===== config.mk =====
export PLATFORM = sky130hd
export DESIGN_NAME = dcu_tag_hit_result
export DESIGN_NICKNAME = d
export VERILOG_FILES = /design/src/design/dcu_tag_pkg.sv /design/src/design/dcu_tag_hit_result.sv
export SDC_FILE = /design/constraint.sdc
export NUM_CORES = 1
export LEC_CHECK = 0
export BUFFER_PORTS_ARGS = -buffer_cell sky130_fd_sc_hd__buf_4
export CAP_MARGIN = 30
export CORE_AREA = 5 5 64 81
export CTS_BUF_LIST = sky130_fd_sc_hd__clkbuf_16
export CTS_CLUSTER_DIAMETER = 30
export DETAILED_ROUTE_END_ITERATION = 12
export DIE_AREA = 0 0 69 86
export MAX_ROUTING_LAYER = met4
export PLACE_DENSITY_LB_ADDON = 0.05
export SETUP_SLACK_MARGIN = 0.02
export SLEW_MARGIN = 5
export SYNTH_ARGS = -nofsm -noshare
export SYNTH_HDL_FRONTEND = slang
export SYNTH_SLANG_ARGS = --single-unit

===== constraint.sdc =====
create_clock -name core_clk -period 0.8 [get_ports core_clk]
set_clock_uncertainty 0.2 [all_clocks]
set_input_delay 0.16 -clock core_clk [delete_from_list [all_inputs] [get_ports core_clk]]
set_output_delay 0.16 -clock core_clk [all_outputs]
set_load 0.02 [all_outputs]

===== src/design/dcu_tag_pkg.sv =====
// Shared widths, counts, enums and the SECDED bit map for the data cache tag store.
`default_nettype none

package dcu_tag_pkg;

    localparam int DCACHE_WAY = 4;
    localparam int SET_AW     = 4;
    localparam int NUM_SETS   = 1 << SET_AW;
    localparam int WAY_AW     = 2;
    localparam int TAG_W      = 22;
    localparam int TAG_LSB    = 10;  // Address bits 31:10.
    localparam int SET_LSB    = 6;   // Address bits 9:6.
    localparam int TAG_RAM_DW = 24;  // {state, tag}.
    localparam int PW         = 7;
    localparam int DW         = 32;
    localparam int TAG_RAM_CW = TAG_RAM_DW + PW;

    typedef enum logic [1:0] {
        TAG_OP_NONE   = 2'd0,
        TAG_OP_LOOKUP = 2'd1,
        TAG_OP_FILL   = 2'd2,
        TAG_OP_INVAL  = 2'd3
    } tag_op_e;

    typedef enum logic [1:0] {
        LS_INVALID   = 2'd0,
        LS_SHARED    = 2'd1,
        LS_EXCLUSIVE = 2'd2,
        LS_MODIFIED  = 2'd3
    } line_state_e;

    // Hamming position of data bit idx, skipping the power-of-two check slots.
    function automatic int ecc_pos(input int idx);
        int pos;
        int cnt;
        pos = 0;
        cnt = 0;
        for (int p = 3; p < 64; p++) begin
            if ((p & (p - 1)) != 0) begin
                if (cnt == idx) pos = p;
                cnt++;
            end
        end
        return pos;
    endfunction

endpackage

`default_nettype wire

===== src/design/dcu_tag_hit_result.sv =====
// Tag compare over all ways, lowest-way hit select, error summary and registered response.
`timescale 1ns/1ps
`default_nettype none

module dcu_tag_hit_result
    import dcu_tag_pkg::*;
(
    input  wire logic                                  core_clk,
    input  wire logic                                  rst_n,
    input  wire logic                                  lkp_valid,
    input  wire logic [TAG_W-1:0]                      lkp_tag,
    input  wire logic [DCACHE_WAY-1:0][TAG_RAM_DW-1:0] tag_corrdata,
    input  wire logic [DCACHE_WAY-1:0][1:0]            tag_error,
    output logic                                       rsp_valid,
    output logic                                       rsp_hit,
    output logic      [WAY_AW-1:0]                     rsp_way,
    output line_state_e                                rsp_state,
    output logic                                       rsp_sec,
    output logic                                       rsp_ded
);

    logic        hit_c;
    logic [WAY_AW-1:0] way_c;
    line_state_e state_c;
    line_state_e way_state;
    logic        sec_c;
    logic        ded_c;

    always_comb begin
        hit_c   = 1'b0;
        way_c   = '0;
        state_c = LS_INVALID;
        sec_c   = 1'b0;
        ded_c   = 1'b0;
        way_state = LS_INVALID;
        // Walk down so the lowest match is kept.
        for (int w = DCACHE_WAY - 1; w >= 0; w--) begin
            sec_c     = sec_c | tag_error[w][0];
            ded_c     = ded_c | tag_error[w][1];
            way_state = line_state_e'(tag_corrdata[w][TAG_RAM_DW-1 -: 2]);
            if (way_state != LS_INVALID && tag_corrdata[w][TAG_W-1:0] == lkp_tag) begin
                hit_c   = 1'b1;
                way_c   = WAY_AW'(w);
                state_c = way_state;
            end
        end
        if (ded_c) begin // Requester must replay.
            hit_c   = 1'b0;
            way_c   = '0;
            state_c = LS_INVALID;
        end
    end

    always_ff @(posedge core_clk or negedge rst_n) begin
        if (!rst_n) begin
            rsp_valid <= 1'b0;
            rsp_hit   <= 1'b0;
            rsp_sec   <= 1'b0;
            rsp_ded   <= 1'b0;
        end else begin
            rsp_valid <= lkp_valid;
            rsp_hit   <= lkp_valid & hit_c;
            rsp_sec   <= lkp_valid & sec_c;
            rsp_ded   <= lkp_valid & ded_c;
        end
    end

    always_ff @(posedge core_clk) begin
        rsp_way   <= way_c;
        rsp_state <= state_c;
    end

    // ECC flags only arrive alongside a staged lookup.
    a_err_with_lkp: assert property (
        @(posedge core_clk) disable iff (!rst_n) !lkp_valid |-> tag_error == '0
    );

endmodule

`default_nettype wire


==> out/qor.yml, run 1 <==
clock_network:
  cts_htree_levels: 1
  cts_root_buf: "clkbuf_16"
  cts_tree: "done"
  cts_max_path_buffers: 2
  cts_buffers: 3
  clock_sinks: 8
  clk_pin_slew_worst_paths_ns: 0.04
  cts_hold_buf: 1
drt:
  drc: 0
  wl_um: 6040
  dr.pass1.iters: 4
  antenna_left: 0
  routed-via-count: 1822
  wire_per_inst_um: 15.2
  avgViaCountPerCell: 4.58
  drtIter0Drc: 55
sta:
  hold_violations: 3
  fin_hold_ws_ns: -0.123
  tightestPinTransition_ns: 0.346
  period_share: 2.29
  setup_ws_ns: -1.04
  finalSetupViolations: 14
  max_freq_ghz: 0.545
  relSlewSlack: 0.767
  maxSlewViolCount: 0
  rsz0062_at_grt: "yes"
  min_period_ns: 1.84
  fin_setup_tns_ns: -7.07
floorplan:
  design.die.area_mm2: 0.00593
  std_cell_rows: 27
  start_util: 0.317
  core-area_mm2: 0.00432
  die_h_um: 86
  die_x_um: 69
  ios: 137
synth:
  ys_warn_count: 0
  netlist_instances: 158
  synth_top_area_frac: 0.287
  ys_top_cells_by_area: "xnor2_1 29%, xor2_1 27%, dfrtp_1 7.3%"
  seq_area_frac_synth: 0.131
  yosysTopAreaCell: "xnor2_1"
  syn_nets: 287
  synth_cell_types: 31
  synth_area_per_cell_um2: 8.68
  syn_area_mm2: 0.00137
  synth-seq-cells: 8
layout:
  final_common_cell: "buf_4"
  layout_common_cells: "155 x buf_4, 44 x xnor2_1, 38 x xor2_1, 22 x buf_6, 11 x nand4_1"
  utilization: 0.717
  stdcell_area_mm2: 0.00310
  num_antenna_cells: 0
  area.growth.synth_to_final_pct: 126
  final_layout_size_suffix_gt1_frac: 0.615
  nNetsFinal: 470
pwr:
  power.density_mw_per_mm2: 837
  ir_worst_vdd_v: 0.000470
  power.leakage_nw: 1.43
min_path:
  whs_path_depth: 1
  hold_path.class: "in2reg"
place:
  dp_hpwl_um: 5260
  place_ws_ns: -1.40
  dpl-instance-area_mm2: 0.00281
  port_buffers: 136
  gp_congestion: 0.883
global_routing:
  grt_pass1_wl_um: 8890
  overflow: 0
  grt_max_degree: 6
  grt_pass1_vias: 1960
  track_usage: 0.193
  antenna_found_initial: 0
setup_path:
  path_delay_family: "simple AND/OR/NAND/NOR gates"
  cp.required_ns: 0.77
  worst-path-buf-inv: 1
  end_kind: "flop"
  cp_slowest_cell: "or4_1"
  cp_max_fo: 2
  start_kind: "input port"
  worstSetupPathDepth: 7
  crit_type: "in2reg"
  arrival_ns: 1.80
  path_cells: "buf_4 -> xor2_2 -> nor4_2 -> nand2_1 -> or4_1 -> a311o_1 -> a21oi_2"
  cpPeakStageDelay_ns: 0.54
flow_run:
  maxCapViolations: 0
run_status:
  violations: "negative hold slack, negative setup slack"
  status: "complete, but fails checks"
-- metrics by stage --
stage,instances,power (mW),hold slack (ns)
finish,398,2.60,-0.123
global route,398,2.73,-0.119
CTS,396,2.57,-0.126
detailed placement,391,1.67,-0.245
global placement,391,1.67,-0.245
floorplan,158,0.861,-0.336
-- final timing paths --
kind                                      endpoint         from  slack, ns
min in group asynchronous        rsp_sec$_DFF_PN0_        rst_n       0.08
worst min-delay path           rsp_valid$_DFF_PN0_    lkp_valid      -0.12
max in group asynchronous        rsp_ded$_DFF_PN0_        rst_n       0.22
worst max-delay path       rsp_state[1]$_SDFF_PP0_  lkp_tag[10]      -1.04
-- cells in the mapped netlist (all sizes together) --
| master | n |
|---|---|
| a311o | 1 |
| nor2 | 2 |
| nand2 | 5 |
| inv | 1 |
| nand4 | 11 |
| o21a | 1 |
| a311oi | 1 |
| dfrtp | 4 |
| nand4bb | 1 |
| o311a | 1 |
| nor4bb | 1 |
| or2 | 1 |
| a211oi | 1 |
| xnor2 | 45 |
| o2111ai | 3 |
| and2 | 3 |
| clkbuf | 1 |
| dfxtp | 4 |
| nand3 | 4 |
| nor3 | 4 |
| o41a | 1 |
| nor4b | 1 |
| o21ai | 2 |
| or4 | 3 |
| a21oi | 1 |
| xor2 | 43 |
| nor4 | 12 |
-- cell type report --
type	instances	area [um^2]
clock buffers	3	75.1
clock inverters	1	3.75
fillers	382	1220
inverters	1	3.75
multi-input cells	148	1320
flip-flops and latches	8	184
well taps	58	72.6
repair buffers	179	1440
-- routing by layer --
layer | GRT usage | up-vias | routed length, um
li1 | - | 925 | -
met1 | 0.181 | 805 | 2030
met2 | 0.384 | 81 | 3480
met3 | 0.0445 | 11 | 403
met4 | 0.0568 | 0 | 133
met5 | - | - | 0
-- sequential cells by signal, summed over array words and instances (netlist names) --
signal and flops:
rsp_valid 1, rsp_state 2, rsp_hit 1, rsp_way 2, rsp_ded 1, rsp_sec 1
-- report_power, final --
group / internal (mW) / leakage, nW / total [mW] / switching [mW]
registers: 0.413 / 0.0830 / 0.416 / 0.00369
clock network: 0.651 / 0.0423 / 0.845 / 0.195
logic: 0.846 / 1.30 / 1.34 / 0.490
total: 1.91 / 1.43 / 2.60 / 0.688
-- kinds of logic (layout without fill, tap and decap cells) --
group / after synthesis / in the layout / synth area share
xor gates and xnor gates: 88 / 88 / 0.562
AOI/OAI and AO/OA: 12 / 12 / 0.0730
and+or+nand+nor: 48 / 48 / 0.228
buffers and inverters: 2 / 184 / 0.00547
DFF: 8 / 8 / 0.131
-- what timing repair did --
action / CTS / global route
setup endpoints to repair: 14 / 14
pin swaps: 13 / 13
endpoints found under the hold margin: 7 / 3
resized for setup: 26 / 15
buffers inserted: 1 / 2
Note: power is estimated with default switching activity, not from simulation.
==> run 2: changes to the inputs <==
--- a/config.mk
+++ b/config.mk
@@ -8,7 +8,6 @@
 export BUFFER_PORTS_ARGS = -buffer_cell sky130_fd_sc_hd__buf_4
 export CAP_MARGIN = 30
 export CORE_AREA = 5 5 64 81
-export CTS_BUF_LIST = sky130_fd_sc_hd__clkbuf_16
 export CTS_CLUSTER_DIAMETER = 30
 export DETAILED_ROUTE_END_ITERATION = 12
 export DIE_AREA = 0 0 69 86
@@ -19,3 +18,4 @@
 export SYNTH_ARGS = -nofsm -noshare
 export SYNTH_HDL_FRONTEND = slang
 export SYNTH_SLANG_ARGS = --single-unit
+export TNS_END_PERCENT = 50
==> out/qor.yml, run 2 (synthesis results as in run 1) <==
sta:
  setup_ws_ns: -1.07  # -0.0385 ns
  hold_violations: 4  # +1
  finalSetupViolations: 14  # unchanged
  maxSlewViolCount: 0  # unchanged
  fin_hold_ws_ns: -0.128  # -0.00447 ns
  min_period_ns: 1.87  # +0.0385 ns
  max_freq_ghz: 0.534  # -2.1%
  relSlewSlack: 0.746  # -0.0214
  rsz0062_at_grt: "yes"
  period_share: 2.34  # +0.0482
  tightestPinTransition_ns: 0.378  # +0.0324 ns
layout:
  num_antenna_cells: 0  # unchanged
  stdcell_area_mm2: 0.00310  # about the same
  layout_common_cells: "161 x buf_4, 40 x xor2_1, 38 x xnor2_1, 21 x buf_6, 11 x nand4_1"
  final_layout_size_suffix_gt1_frac: 0.631  # +0.0161
  top_regs: "rsp_state x2, rsp_way x2"
  nNetsFinal: 474  # +0.85%
  area.growth.synth_to_final_pct: 126  # about the same
  final_common_cell: "buf_4"
clock_network:
  clock_sinks: 8  # unchanged
  cts_tree: "done"
  cts_buffers: 3  # unchanged
  clk_pin_slew_worst_paths_ns: 0.04  # about the same
  cts_hold_buf: 1  # unchanged
  cts_max_path_buffers: 2  # unchanged
  cts_htree_levels: 1  # unchanged
  cts_root_buf: "clkbuf_8"
run_status:
  violations: "negative hold slack, negative setup slack"
  status: "complete, but fails checks"
global_routing:
  grt_pass1_wl_um: 8940  # +0.46%
  grt_max_degree: 6  # unchanged
  overflow: 0  # unchanged
  antenna_found_initial: 0  # unchanged
  track_usage: 0.196  # +0.00355
  grt_pass1_vias: 2026  # +3.4%
setup_path:
  end_kind: "flop"
  crit_type: "in2reg"
  cp.required_ns: 0.77  # about the same
  start_kind: "input port"
  arrival_ns: 1.84  # +0.04 ns
  cp_max_fo: 4  # +2
drt:
  wl_um: 6170  # +2.1%
  routed-via-count: 1876  # +3.0%
  avgViaCountPerCell: 4.67  # +1.9%
  dr.pass1.iters: 4  # unchanged
  antenna_left: 0  # unchanged
  wire_per_inst_um: 15.3  # +1.1%
  drtIter0Drc: 68  # +24%
  drc: 0  # unchanged
place:
  dpl-instance-area_mm2: 0.00279  # -0.49%
  gp_congestion: 0.865  # -2.0%
  port_buffers: 136  # unchanged
  dp_hpwl_um: 5350  # +1.6%
floorplan:
  start_util: 0.317  # unchanged
  std_cell_rows: 27  # unchanged
  ios: 137  # unchanged
  die_h_um: 86  # unchanged
  design.die.area_mm2: 0.00593  # unchanged
  core-area_mm2: 0.00432  # unchanged
  die_x_um: 69  # unchanged
pwr:
  power.leakage_nw: 1.45  # +1.7%
  power.density_mw_per_mm2: 737  # -12%
  finalPower_mw: 2.29  # -12%
  ir_worst_vdd_v: 0.000443  # -5.7%
flow_run:
  maxCapViolations: 0  # unchanged
min_path:
  hold_path.class: "in2reg"
-- run 2: cell count changes in the layout (fill, tap and decap cells not counted), sizes merged --
cell | previous run | this run
buf | 178 | 182
clkbuf | 3 | 4
inv | 2 | 1
-- run 2: report_power, final --
part	internal, mW	switching (mW)
clock	0.346	0.162
combinational	0.860	0.503
sequential	0.412	0.00433
-- run 2: final cells by class --
class	count	area (um^2)
repair buffers	183	1460
clock buffers	4	45.0
inverters	1	3.75
multi-input cells	148	1340
flip-flops and latches	8	184
well taps	58	72.6
fillers	391	1220
-- run 2: stage by stage --
stage | util | hold WS (ns) | std cells | setup TNS, ns | setup WS, ns
3_5_place_dp | 0.646 | -0.245 | 393 | -7.77 | -1.43
5_1_grt | 0.718 | -0.129 | 402 | -7.80 | -1.14
3_3_place_gp | 0.646 | -0.244 | 393 | -7.85 | -1.45
6_report | 0.718 | -0.128 | 402 | -7.26 | -1.07
2_1_floorplan | - | -0.336 | 158 | -5.03 | -1.08
4_1_cts | 0.704 | -0.128 | 402 | -7.13 | -1.01
-- run 2: metal layers --
| metal | part of all wire | global-route usage |
|---|---|---|
| met5 | 0 | - |
| met2 | 0.57 | 0.395 |
| met1 | 0.33 | 0.178 |
| met3 | 0.068 | 0.0399 |
| met4 | 0.030 | 0.0728 |
-- run 2: worst paths after layout --
kind,startpoint,to,cells after the start
worst max-delay path,lkp_tag[17],rsp_state[1]$_SDFF_PP0_,7
worst min-delay path,lkp_valid,rsp_valid$_DFF_PN0_,1
max in group asynchronous,rst_n,rsp_hit$_DFF_PN0_,2
min in group asynchronous,rst_n,rsp_sec$_DFF_PN0_,2
-- run 2: what timing repair did --
item / 4_1_cts / 5_1_grt
pin swaps: 20 / 12
gates resized for setup: 35 / 11
setup buffers: 4 / 0
endpoints found under the hold margin: 7 / 2
endpoints found under the setup margin: 14 / 14
-- run 2: worst max-delay path, cell delays in order --
cell and delay, ns:
buf_4 0.13, xor2_1 0.15, nor4_1 0.38, nand4_1 0.23, or2_4 0.30, a311o_1 0.37
a21oi_2 0.11
